$ cat src/hw/issue_pkg.sv
`default_nettype none

package issue_pkg;

    localparam int DATA_W   = 32;
    localparam int TAG_W    = 5;
    localparam int OPCODE_W = 4;
    localparam int SHAMT_W  = 5;

    // Entries per reservation station
    localparam int RS_DEPTH = 4;
    localparam int RS_IDX_W = $clog2(RS_DEPTH);

    typedef logic [DATA_W-1:0]   data_t;
    typedef logic [TAG_W-1:0]    tag_t;
    typedef logic [OPCODE_W-1:0] opcode_t;
    typedef logic [RS_IDX_W-1:0] rs_idx_t;
    typedef logic [RS_IDX_W-1:0] rs_age_t;

    // The top opcode bit selects the unit class
    typedef enum opcode_t {
        OP_ADD = 4'h0,
        OP_SUB = 4'h1,
        OP_SLT = 4'h2,
        OP_AND = 4'h8,
        OP_OR  = 4'h9,
        OP_XOR = 4'hA,
        OP_SLL = 4'hB,
        OP_SRL = 4'hC
    } op_e;

    typedef enum logic {
        FU_ARITH = 1'b0,
        FU_LOGIC = 1'b1
    } fu_class_e;

endpackage

`default_nettype wire

$ cat src/hw/issue_if.sv
`default_nettype none
`timescale 1ns/100ps

// One issued instruction travelling from a station to its unit
interface issue_if
    import issue_pkg::*;
();

    logic    valid;
    logic    stall;
    opcode_t opcode;
    data_t   src_a;
    data_t   src_b;
    tag_t    tag;

    modport station (output valid, output opcode, output src_a, output src_b, output tag,
                     input stall);

    modport unit (input valid, input opcode, input src_a, input src_b, input tag,
                  output stall);

endinterface

`default_nettype wire

$ cat src/hw/reservation_station.sv
`default_nettype none
`timescale 1ns/100ps

module reservation_station
    import issue_pkg::*;
#(
    parameter fu_class_e FU_CLASS = FU_ARITH
) (
    input  logic    clk,
    input  logic    i_rst,
    input  logic    i_flush,

    input  logic    i_dispatch_valid,
    input  opcode_t i_dispatch_opcode,
    input  tag_t    i_dispatch_src_tag_a,
    input  tag_t    i_dispatch_src_tag_b,
    input  data_t   i_dispatch_src_data_a,
    input  data_t   i_dispatch_src_data_b,
    input  logic    i_dispatch_src_rdy_a,
    input  logic    i_dispatch_src_rdy_b,
    input  tag_t    i_dispatch_dst_tag,
    output logic    o_stall,

    input  logic    i_cdb_valid,
    input  tag_t    i_cdb_tag,
    input  data_t   i_cdb_data,

    issue_if.station issue
);

    logic [RS_DEPTH-1:0] entry_valid;
    logic [RS_DEPTH-1:0] entry_rdy_a;
    logic [RS_DEPTH-1:0] entry_rdy_b;
    logic [RS_DEPTH-1:0] entry_ready;
    opcode_t             entry_opcode [RS_DEPTH];
    tag_t                entry_dst_tag [RS_DEPTH];
    tag_t                entry_tag_a [RS_DEPTH];
    tag_t                entry_tag_b [RS_DEPTH];
    data_t               entry_data_a [RS_DEPTH];
    data_t               entry_data_b [RS_DEPTH];
    rs_age_t             entry_age [RS_DEPTH];
    rs_age_t             age_next [RS_DEPTH];

    logic [RS_DEPTH-1:0] alloc_sel;
    logic [RS_DEPTH-1:0] write_sel;
    logic [RS_DEPTH-1:0] issue_sel;
    rs_idx_t             issue_idx;
    logic                issuing;
    logic                class_match;
    logic                dispatch_en;
    logic                disp_hit_a;
    logic                disp_hit_b;

    assign class_match = (fu_class_e'(i_dispatch_opcode[OPCODE_W-1]) == FU_CLASS);
    assign o_stall     = &entry_valid;
    assign dispatch_en = i_dispatch_valid && class_match && !o_stall;

    // A source may be broadcast on the CDB in the very cycle it is dispatched
    assign disp_hit_a = i_cdb_valid && (i_cdb_tag == i_dispatch_src_tag_a);
    assign disp_hit_b = i_cdb_valid && (i_cdb_tag == i_dispatch_src_tag_b);

    // Lowest-numbered empty entry takes the new instruction
    always_comb begin
        logic found;
        found     = 1'b0;
        alloc_sel = '0;
        for (int i = 0; i < RS_DEPTH; i++) begin
            if (!entry_valid[i] && !found) begin
                alloc_sel[i] = 1'b1;
                found        = 1'b1;
            end
        end
    end

    assign write_sel   = alloc_sel & {RS_DEPTH{dispatch_en}};
    assign entry_ready = entry_valid & entry_rdy_a & entry_rdy_b;

    // Age matrix. An entry wins when it is older than every other ready entry
    always_comb begin
        logic [RS_DEPTH-1:0] beats;
        for (int i = 0; i < RS_DEPTH; i++) begin
            for (int j = 0; j < RS_DEPTH; j++) begin
                beats[j] = (i == j) || !entry_ready[j] || (entry_age[i] > entry_age[j]);
            end
            issue_sel[i] = entry_ready[i] && (&beats) && !issue.stall;
        end
    end

    always_comb begin
        issue_idx = '0;
        for (int i = 0; i < RS_DEPTH; i++) begin
            if (issue_sel[i]) begin
                issue_idx = rs_idx_t'(i);
            end
        end
    end

    assign issuing = |issue_sel;

    // Younger entries grow older on dispatch; entries older than the issued one close the gap
    always_comb begin
        for (int i = 0; i < RS_DEPTH; i++) begin
            age_next[i] = entry_age[i];
            if (dispatch_en) begin
                age_next[i] = age_next[i] + 1'b1;
            end
            if (issuing && (entry_age[i] > entry_age[issue_idx])) begin
                age_next[i] = age_next[i] - 1'b1;
            end
        end
    end

    always_ff @(posedge clk) begin
        for (int i = 0; i < RS_DEPTH; i++) begin
            if (i_rst || i_flush) begin
                entry_valid[i] <= 1'b0;
            end else if (write_sel[i]) begin
                entry_valid[i] <= 1'b1;
            end else if (issue_sel[i]) begin
                entry_valid[i] <= 1'b0;
            end
        end
    end

    always_ff @(posedge clk) begin
        for (int i = 0; i < RS_DEPTH; i++) begin
            if (write_sel[i]) begin
                entry_opcode[i]  <= i_dispatch_opcode;
                entry_dst_tag[i] <= i_dispatch_dst_tag;
                entry_tag_a[i]   <= i_dispatch_src_tag_a;
                entry_tag_b[i]   <= i_dispatch_src_tag_b;
                entry_rdy_a[i]   <= i_dispatch_src_rdy_a || disp_hit_a;
                entry_rdy_b[i]   <= i_dispatch_src_rdy_b || disp_hit_b;
                entry_data_a[i]  <= i_dispatch_src_rdy_a ? i_dispatch_src_data_a : i_cdb_data;
                entry_data_b[i]  <= i_dispatch_src_rdy_b ? i_dispatch_src_data_b : i_cdb_data;
                entry_age[i]     <= '0;
            end else begin
                entry_age[i] <= age_next[i];
                // Wakeup: capture the broadcast data for a waiting source
                if (!entry_rdy_a[i] && i_cdb_valid && (i_cdb_tag == entry_tag_a[i])) begin
                    entry_rdy_a[i]  <= 1'b1;
                    entry_data_a[i] <= i_cdb_data;
                end
                if (!entry_rdy_b[i] && i_cdb_valid && (i_cdb_tag == entry_tag_b[i])) begin
                    entry_rdy_b[i]  <= 1'b1;
                    entry_data_b[i] <= i_cdb_data;
                end
            end
        end
    end

    // Issue register holds its contents while the unit stalls
    always_ff @(posedge clk) begin
        if (i_rst || i_flush) begin
            issue.valid <= 1'b0;
        end else if (!issue.stall) begin
            issue.valid <= issuing;
        end
    end

    always_ff @(posedge clk) begin
        if (!issue.stall) begin
            issue.opcode <= entry_opcode[issue_idx];
            issue.src_a  <= entry_data_a[issue_idx];
            issue.src_b  <= entry_data_b[issue_idx];
            issue.tag    <= entry_dst_tag[issue_idx];
        end
    end

    a_issue_onehot: assert property (@(posedge clk) disable iff (i_rst)
        $onehot0(issue_sel))
        else $error("more than one entry selected for issue");

    a_no_dispatch_when_full: assert property (@(posedge clk) disable iff (i_rst)
        (i_dispatch_valid && class_match) |-> !o_stall)
        else $error("dispatch presented to a full station");

endmodule

`default_nettype wire

$ cat src/hw/arith_unit.sv
`default_nettype none
`timescale 1ns/100ps

module arith_unit
    import issue_pkg::*;
(
    input  logic  clk,
    input  logic  i_rst,
    input  logic  i_flush,
    issue_if.unit issue,
    input  logic  i_stall,
    output logic  o_result_valid,
    output tag_t  o_result_tag,
    output data_t o_result_data
);

    data_t result;

    // A held result blocks the station from issuing
    assign issue.stall = o_result_valid && i_stall;

    always_comb begin
        case (issue.opcode)
            OP_ADD:  result = issue.src_a + issue.src_b;
            OP_SUB:  result = issue.src_a - issue.src_b;
            OP_SLT:  result = data_t'($signed(issue.src_a) < $signed(issue.src_b));
            default: result = '0;
        endcase
    end

    always_ff @(posedge clk) begin
        if (i_rst || i_flush) begin
            o_result_valid <= 1'b0;
        end else if (!issue.stall) begin
            o_result_valid <= issue.valid;
        end
    end

    always_ff @(posedge clk) begin
        if (!issue.stall) begin
            o_result_tag  <= issue.tag;
            o_result_data <= result;
        end
    end

    a_arith_class: assert property (@(posedge clk) disable iff (i_rst)
        issue.valid |-> (fu_class_e'(issue.opcode[OPCODE_W-1]) == FU_ARITH))
        else $error("logic opcode issued to the arithmetic unit");

endmodule

`default_nettype wire

$ cat src/hw/logic_unit.sv
`default_nettype none
`timescale 1ns/100ps

module logic_unit
    import issue_pkg::*;
(
    input  logic  clk,
    input  logic  i_rst,
    input  logic  i_flush,
    issue_if.unit issue,
    input  logic  i_stall,
    output logic  o_result_valid,
    output tag_t  o_result_tag,
    output data_t o_result_data
);

    data_t result;

    assign issue.stall = o_result_valid && i_stall;

    // Shift amount comes from the low bits of operand B
    always_comb begin
        case (issue.opcode)
            OP_AND:  result = issue.src_a & issue.src_b;
            OP_OR:   result = issue.src_a | issue.src_b;
            OP_XOR:  result = issue.src_a ^ issue.src_b;
            OP_SLL:  result = issue.src_a << issue.src_b[SHAMT_W-1:0];
            OP_SRL:  result = issue.src_a >> issue.src_b[SHAMT_W-1:0];
            default: result = '0;
        endcase
    end

    always_ff @(posedge clk) begin
        if (i_rst || i_flush) begin
            o_result_valid <= 1'b0;
        end else if (!issue.stall) begin
            o_result_valid <= issue.valid;
        end
    end

    always_ff @(posedge clk) begin
        if (!issue.stall) begin
            o_result_tag  <= issue.tag;
            o_result_data <= result;
        end
    end

    a_logic_class: assert property (@(posedge clk) disable iff (i_rst)
        issue.valid |-> (fu_class_e'(issue.opcode[OPCODE_W-1]) == FU_LOGIC))
        else $error("arithmetic opcode issued to the logic unit");

endmodule

`default_nettype wire

$ cat src/hw/cdb_arbiter.sv
`default_nettype none
`timescale 1ns/100ps

module cdb_arbiter
    import issue_pkg::*;
(
    input  logic  clk,
    input  logic  i_rst,
    input  logic  i_flush,

    input  logic  i_arith_valid,
    input  tag_t  i_arith_tag,
    input  data_t i_arith_data,
    input  logic  i_logic_valid,
    input  tag_t  i_logic_tag,
    input  data_t i_logic_data,

    output logic  o_arith_stall,
    output logic  o_logic_stall,

    output logic  o_cdb_valid,
    output tag_t  o_cdb_tag,
    output data_t o_cdb_data
);

    // Unit that wins the next conflict
    fu_class_e prio;
    logic      grant_arith;
    logic      grant_logic;
    logic      conflict;

    assign conflict    = i_arith_valid && i_logic_valid;
    assign grant_arith = i_arith_valid && (!i_logic_valid || (prio == FU_ARITH));
    assign grant_logic = i_logic_valid && !grant_arith;

    assign o_arith_stall = i_arith_valid && !grant_arith;
    assign o_logic_stall = i_logic_valid && !grant_logic;

    always_ff @(posedge clk) begin
        if (i_rst || i_flush) begin
            prio        <= FU_ARITH;
            o_cdb_valid <= 1'b0;
        end else begin
            o_cdb_valid <= grant_arith || grant_logic;
            // The loser of a conflict gets priority next time
            if (conflict) begin
                prio <= grant_arith ? FU_LOGIC : FU_ARITH;
            end
        end
    end

    always_ff @(posedge clk) begin
        o_cdb_tag  <= grant_arith ? i_arith_tag : i_logic_tag;
        o_cdb_data <= grant_arith ? i_arith_data : i_logic_data;
    end

    a_single_stall: assert property (@(posedge clk) disable iff (i_rst)
        !(o_arith_stall && o_logic_stall))
        else $error("both units stalled in one cycle");

endmodule

`default_nettype wire

$ cat src/hw/issue_top.sv
`default_nettype none
`timescale 1ns/100ps

module issue_top
    import issue_pkg::*;
(
    input  logic    clk,
    input  logic    i_rst,
    input  logic    i_flush,

    input  logic    i_dispatch_valid,
    input  opcode_t i_dispatch_opcode,
    input  tag_t    i_dispatch_src_tag_a,
    input  tag_t    i_dispatch_src_tag_b,
    input  data_t   i_dispatch_src_data_a,
    input  data_t   i_dispatch_src_data_b,
    input  logic    i_dispatch_src_rdy_a,
    input  logic    i_dispatch_src_rdy_b,
    input  tag_t    i_dispatch_dst_tag,

    output logic    o_stall_arith,
    output logic    o_stall_logic,
    output logic    o_cdb_valid,
    output tag_t    o_cdb_tag,
    output data_t   o_cdb_data
);

    issue_if arith_issue ();
    issue_if logic_issue ();

    logic  arith_valid;
    tag_t  arith_tag;
    data_t arith_data;
    logic  arith_stall;
    logic  logic_valid;
    tag_t  logic_tag;
    data_t logic_data;
    logic  logic_stall;

    reservation_station #(.FU_CLASS(FU_ARITH)) rs_arith_i (
        .clk                   (clk),
        .i_rst                 (i_rst),
        .i_flush               (i_flush),
        .i_dispatch_valid      (i_dispatch_valid),
        .i_dispatch_opcode     (i_dispatch_opcode),
        .i_dispatch_src_tag_a  (i_dispatch_src_tag_a),
        .i_dispatch_src_tag_b  (i_dispatch_src_tag_b),
        .i_dispatch_src_data_a (i_dispatch_src_data_a),
        .i_dispatch_src_data_b (i_dispatch_src_data_b),
        .i_dispatch_src_rdy_a  (i_dispatch_src_rdy_a),
        .i_dispatch_src_rdy_b  (i_dispatch_src_rdy_b),
        .i_dispatch_dst_tag    (i_dispatch_dst_tag),
        .o_stall               (o_stall_arith),
        .i_cdb_valid           (o_cdb_valid),
        .i_cdb_tag             (o_cdb_tag),
        .i_cdb_data            (o_cdb_data),
        .issue                 (arith_issue)
    );

    reservation_station #(.FU_CLASS(FU_LOGIC)) rs_logic_i (
        .clk                   (clk),
        .i_rst                 (i_rst),
        .i_flush               (i_flush),
        .i_dispatch_valid      (i_dispatch_valid),
        .i_dispatch_opcode     (i_dispatch_opcode),
        .i_dispatch_src_tag_a  (i_dispatch_src_tag_a),
        .i_dispatch_src_tag_b  (i_dispatch_src_tag_b),
        .i_dispatch_src_data_a (i_dispatch_src_data_a),
        .i_dispatch_src_data_b (i_dispatch_src_data_b),
        .i_dispatch_src_rdy_a  (i_dispatch_src_rdy_a),
        .i_dispatch_src_rdy_b  (i_dispatch_src_rdy_b),
        .i_dispatch_dst_tag    (i_dispatch_dst_tag),
        .o_stall               (o_stall_logic),
        .i_cdb_valid           (o_cdb_valid),
        .i_cdb_tag             (o_cdb_tag),
        .i_cdb_data            (o_cdb_data),
        .issue                 (logic_issue)
    );

    arith_unit arith_unit_i (
        .clk            (clk),
        .i_rst          (i_rst),
        .i_flush        (i_flush),
        .issue          (arith_issue),
        .i_stall        (arith_stall),
        .o_result_valid (arith_valid),
        .o_result_tag   (arith_tag),
        .o_result_data  (arith_data)
    );

    logic_unit logic_unit_i (
        .clk            (clk),
        .i_rst          (i_rst),
        .i_flush        (i_flush),
        .issue          (logic_issue),
        .i_stall        (logic_stall),
        .o_result_valid (logic_valid),
        .o_result_tag   (logic_tag),
        .o_result_data  (logic_data)
    );

    cdb_arbiter cdb_arbiter_i (
        .clk           (clk),
        .i_rst         (i_rst),
        .i_flush       (i_flush),
        .i_arith_valid (arith_valid),
        .i_arith_tag   (arith_tag),
        .i_arith_data  (arith_data),
        .i_logic_valid (logic_valid),
        .i_logic_tag   (logic_tag),
        .i_logic_data  (logic_data),
        .o_arith_stall (arith_stall),
        .o_logic_stall (logic_stall),
        .o_cdb_valid   (o_cdb_valid),
        .o_cdb_tag     (o_cdb_tag),
        .o_cdb_data    (o_cdb_data)
    );

endmodule

`default_nettype wire

$ cat config.mk
export PLATFORM = sky130hd
export DESIGN_NAME = issue_top
export DESIGN_NICKNAME = d
export VERILOG_FILES = /design/src/hw/issue_pkg.sv /design/src/hw/issue_if.sv /design/src/hw/reservation_station.sv /design/src/hw/arith_unit.sv /design/src/hw/logic_unit.sv /design/src/hw/cdb_arbiter.sv /design/src/hw/issue_top.sv
export SDC_FILE = /design/constraint.sdc
export NUM_CORES = 2
export LEC_CHECK = 0
export BUFFER_PORTS_ARGS = -buffer_cell sky130_fd_sc_hd__buf_2
export CAP_MARGIN = 20
export CORE_ASPECT_RATIO = 0.7
export CORE_MARGIN = 10
export CORE_UTILIZATION = 45
export DETAILED_ROUTE_END_ITERATION = 16
export GPL_TIMING_DRIVEN = 0
export PLACE_DENSITY_LB_ADDON = 0.05
export SETUP_SLACK_MARGIN = 0.4
export SYNTH_ARGS = -nofsm -noshare
export SYNTH_HDL_FRONTEND = slang
export SYNTH_SLANG_ARGS = --single-unit
$ cat constraint.sdc
create_clock -name clk -period 4.4 [get_ports clk]
set_input_delay 0.66 -clock clk [delete_from_list [all_inputs] [get_ports clk]]
set_output_delay 0.66 -clock clk [all_outputs]
set_load 0.03 [all_outputs]
==> flow_summary_export.csv <==
group,metric,value,unit
logic_synthesis,synthFlopType,"edfxtp_1",
power,switchingPower,6.309,mW
timing,holdWs,0.1939,ns
critical_path,cpMaxStageDelayCell,"a21oi_1",
timing,fin_skew,0.04290,ns
power,leakagePower,22.24,nW
critical_path,critPathLaunchType,"flop",
power,p_int,16.98,mW
die,ios,129,
die,coreArea,111000,sq um
drt,dr.pass1.iters,6,
finish,drive_gt1_share,20.48,%
grt,grt_max_degree,94,
die,initial_utilization,45.48,%
drt,vias,39122,
power,peakVddDrop,0.0003094,V
finish,syn2layout_area_growth,15.18,%
timing,setup_viol,0,
grt,grt_use_met1,51.08,%
clock_tree,cts_sinks,967,
clock_tree,cts_hold_buf,0,
critical_path,path_class,"reg2reg",
drt,viasPerCell,6.263,
drt,wl_per_cell,33.70,microns
clock_tree,clkTransAtPathRegs,0.07,ns
logic_synthesis,synth-seq-cells,967,
logic_synthesis,synthesis.nets,4661,
grt,grt_pass1_vias,36309,
outcome,status,"finished, final reports clean",
power,seqPwrFrac,45.8,%
critical_path,critPathMostFrequentCell,"a21oi_1",
power,p_per_area,400.4,nW/um^2
die,rows,102,
grt,grt.overflow.total,0,
grt,use_met3,9.643,%
power,combPwrFrac,13.6,%
grt,busiest_layer,"met1",
timing,worst_slew_pin_slew,1.278,ns
logic_synthesis,synthTopCellsByArea,"edfxtp_1 (54%), mux2_2 (9.5%), nor2_1 (5.3%)",
die,die_y,300.3,microns
logic_synthesis,synth_edf_count,900,
logic_synthesis,syn-cell-area,50490,sq um
drt,drt-initial-drc-count,5684,
timing,rsz0062_at_grt,"true",
power,total_power,23.29,mW
critical_path,critPathArrivalTime,4.62,ns
drt,ant_nets,0,
timing,fin_crit,4.141,ns
timing,drv_slew,0,
placed_design,dp_hpwl,159.9,mm
timing,finalHoldViolations,0,
critical_path,cp-end-kind,"flop",
flow_run,maxCapViolCount,0,
critical_path,cp_max_fo,10,
timing,clock.fmax,241.5,MHz
placed_design,port_buffers,126,
drt,drt-total-wl,210.5,mm
clock_tree,ctsLongestPathBuffers,3,
grt,antenna_found_initial,15,
finish,fin_util,52.38,%
critical_path,cp_cell_sequence,"clkbuf_1 -> inv_2 -> buf_2 -> a21oi_1 -> a21oi_1 -> a21oi_1 -> o22ai_1 -> a211o_1",
timing,finalCritPeriodShare,94.12,%
timing,max_slew_margin,14.79,%
power,power_switching_share,27.09,%
grt,grt_usage,32.52,%
clock_tree,clk_latency,0.73,ns
logic_synthesis,avgSynthCellArea,11.45,sq um
clock_tree,cts-root-buf,"clkbuf_16",
clock_tree,cts_made_buffers,100,
power,clkPwrFrac,40.6,%
worst_hold_path,min_path_type,"in2reg",
grt,use_met2,42.55,%
clock_tree,cts_tree,"yes",
critical_path,cpPeakStageDelay,0.62,ns
critical_path,critPathRequiredTime,4.88,ns
finish,nNetsFinal,4954,
logic_synthesis,yosys.area.top_type,"edfxtp_1",
logic_synthesis,syn_inst,4410,
finish,n_antenna_cell,0,
placed_design,gp_congestion,1.028,
die,dieWidth,420.4,microns
drt,drcViolationCount,0,
logic_synthesis,async_flop_share,0,%
logic_synthesis,ys_seq_area_share,56.18,%
logic_synthesis,synth_cell_types,98,
grt,grt_pass1_wl,289.1,mm
logic_synthesis,synth_top_area_share,53.52,%
clock_tree,ctsHtreeMaxLevel,3,
die,dieArea,126200,sq um
logic_synthesis,yosysWarnings,0,
## metrics by stage
stage          std cells  instance area [sq um]  setup TNS, ns  setup WS, ns
2_1_floorplan       4410                  50500              0        0.3587
3_3_place_gp        5992                  52960        -916.20        -4.352
3_5_place_dp        6043                  53980         -29.27        -1.115
4_1_cts             6243                  57920              0        0.1735
5_1_grt             6247                  58160              0        0.1588
6_report            6247                  58160              0        0.2586
## layer usage
metal / wire, microns / vias to the layer above
met5: 6 / -
met4: 5689 / 2
met3: 27250 / 263
met2: 81190 / 2243
met1: 96380 / 19723
li1: - / 16891
## flip-flops by register name, summed over array words and instances (netlist names), 32 cells and up
signal / count
rs_arith_i.entry_data_a: 128
rs_arith_i.entry_data_b: 128
rs_logic_i.entry_data_a: 128
rs_logic_i.entry_data_b: 128
arith_unit_i.o_result_data: 32
cdb_arbiter_i.o_cdb_data: 32
logic_unit_i.o_result_data: 32
rs_arith_i.issue.src_a: 32
rs_arith_i.issue.src_b: 32
rs_logic_i.issue.src_a: 32
rs_logic_i.issue.src_b: 32
## path summary, 6_finish.rpt
path,startpoint,endpoint,slack [ns],depth (start not counted)
worst max-delay path,rs_logic_i.issue.src_b[1],logic_unit_i.o_result_data[31],0.26,8
worst min-delay path,i_dispatch_dst_tag[1],rs_logic_i.entry_dst_tag[3][1],0.19,1
worst max register to register,rs_logic_i.issue.src_b[1],logic_unit_i.o_result_data[31],0.26,8
worst min register to register,rs_logic_i.issue.tag[2],logic_unit_i.o_result_tag[2],0.41,0
## worst max-delay path, delay by kind of cell (launching register included)
kind	cells	cell delay [ns]
buffers and inverters	3	1.12
AO/OA/AOI/OAI	5	2.38
flip-flops	1	0.38
## what timing repair did
action                     4_1_cts  5_1_grt
buffers inserted                10        2
setup endpoints to repair      258       75
pin swaps                        4        2
resized for setup               71       69
## cell usage after synthesis (9+ instances only)
library cell / number
nand2_1: 155
inv_1: 150
or2_2: 12
a221oi_1: 17
o2111ai_1: 9
nand3_1: 26
o211ai_1: 17
o21a_1: 10
mux2i_1: 135
o31ai_1: 13
and3_1: 19
a31oi_1: 10
nor2b_1: 23
nor4_1: 20
a221o_1: 22
o221ai_1: 12
ha_1: 160
o21bai_1: 15
buf_2: 44
mux2_2: 424
nand4_1: 20
a211oi_1: 24
a22oi_1: 18
edfxtp_1: 900
nor2_1: 709
nand2b_1: 16
a21oi_1: 324
a211o_1: 9
buf_1: 21
nand4b_1: 10
clkbuf_1: 245
dfxtp_1: 67
o22ai_1: 161
nor3_1: 171
xnor2_1: 62
o21ai_0: 151
xor2_1: 59
a21o_1: 12
## cells by family after synthesis
| kind of cell | synth area share [%] |
|---|---|
| muxes | 12.31 |
| and+or+nand+nor | 10.67 |
| buffers and inverters | 3.647 |
| DFF | 56.18 |
| AOI/OAI and AO/OA | 10.97 |
| adders and majority gates | 4.128 |
| xor gates and xnor gates | 2.099 |
## area by class of cell
class	count	area [sq um]
buffer	312	1398
multi-input combinational	2970	20600
sequential	967	28380
fill	9913	52870
clock inverter	59	812.0
tap	1456	1822
inverter	161	631.9
clock buffer	131	2813
timing repair buffer	191	1710
## power by group through the flow
stage	combinational (mW)	clock [mW]	sequential, mW
final	3.16	9.46	10.7
after global routing	3.41	9.86	10.7
after CTS	3.01	9.50	10.6
after detailed placement	2.98	0	10.8
after global placement	2.93	0	10.8
after floorplan	1.94	0	10.8
## placed cells by master (no fill, tap or decap), types with 18 or more instances in the layout
cell and instances:
nand3_1 25, o22ai_1 159, nor2_1 701, nor3_1 165, clkbuf_8 18, a221o_1 22
nand2_1 148, a21oi_1 319, ha_1 158, nand4_1 20, xnor2_1 62, xor2_1 59
clkbuf_1 229, inv_1 147, mux2i_1 132, mux2_2 424, clkbuf_16 104, dfxtp_1 61
clkbuf_2 19, edfxtp_1 900, nor2b_1 22, and3_1 18, a211oi_1 24, o21ai_0 142
buf_8 19, buf_2 174
No activity file was read; power rests on OpenSTA's default activity.
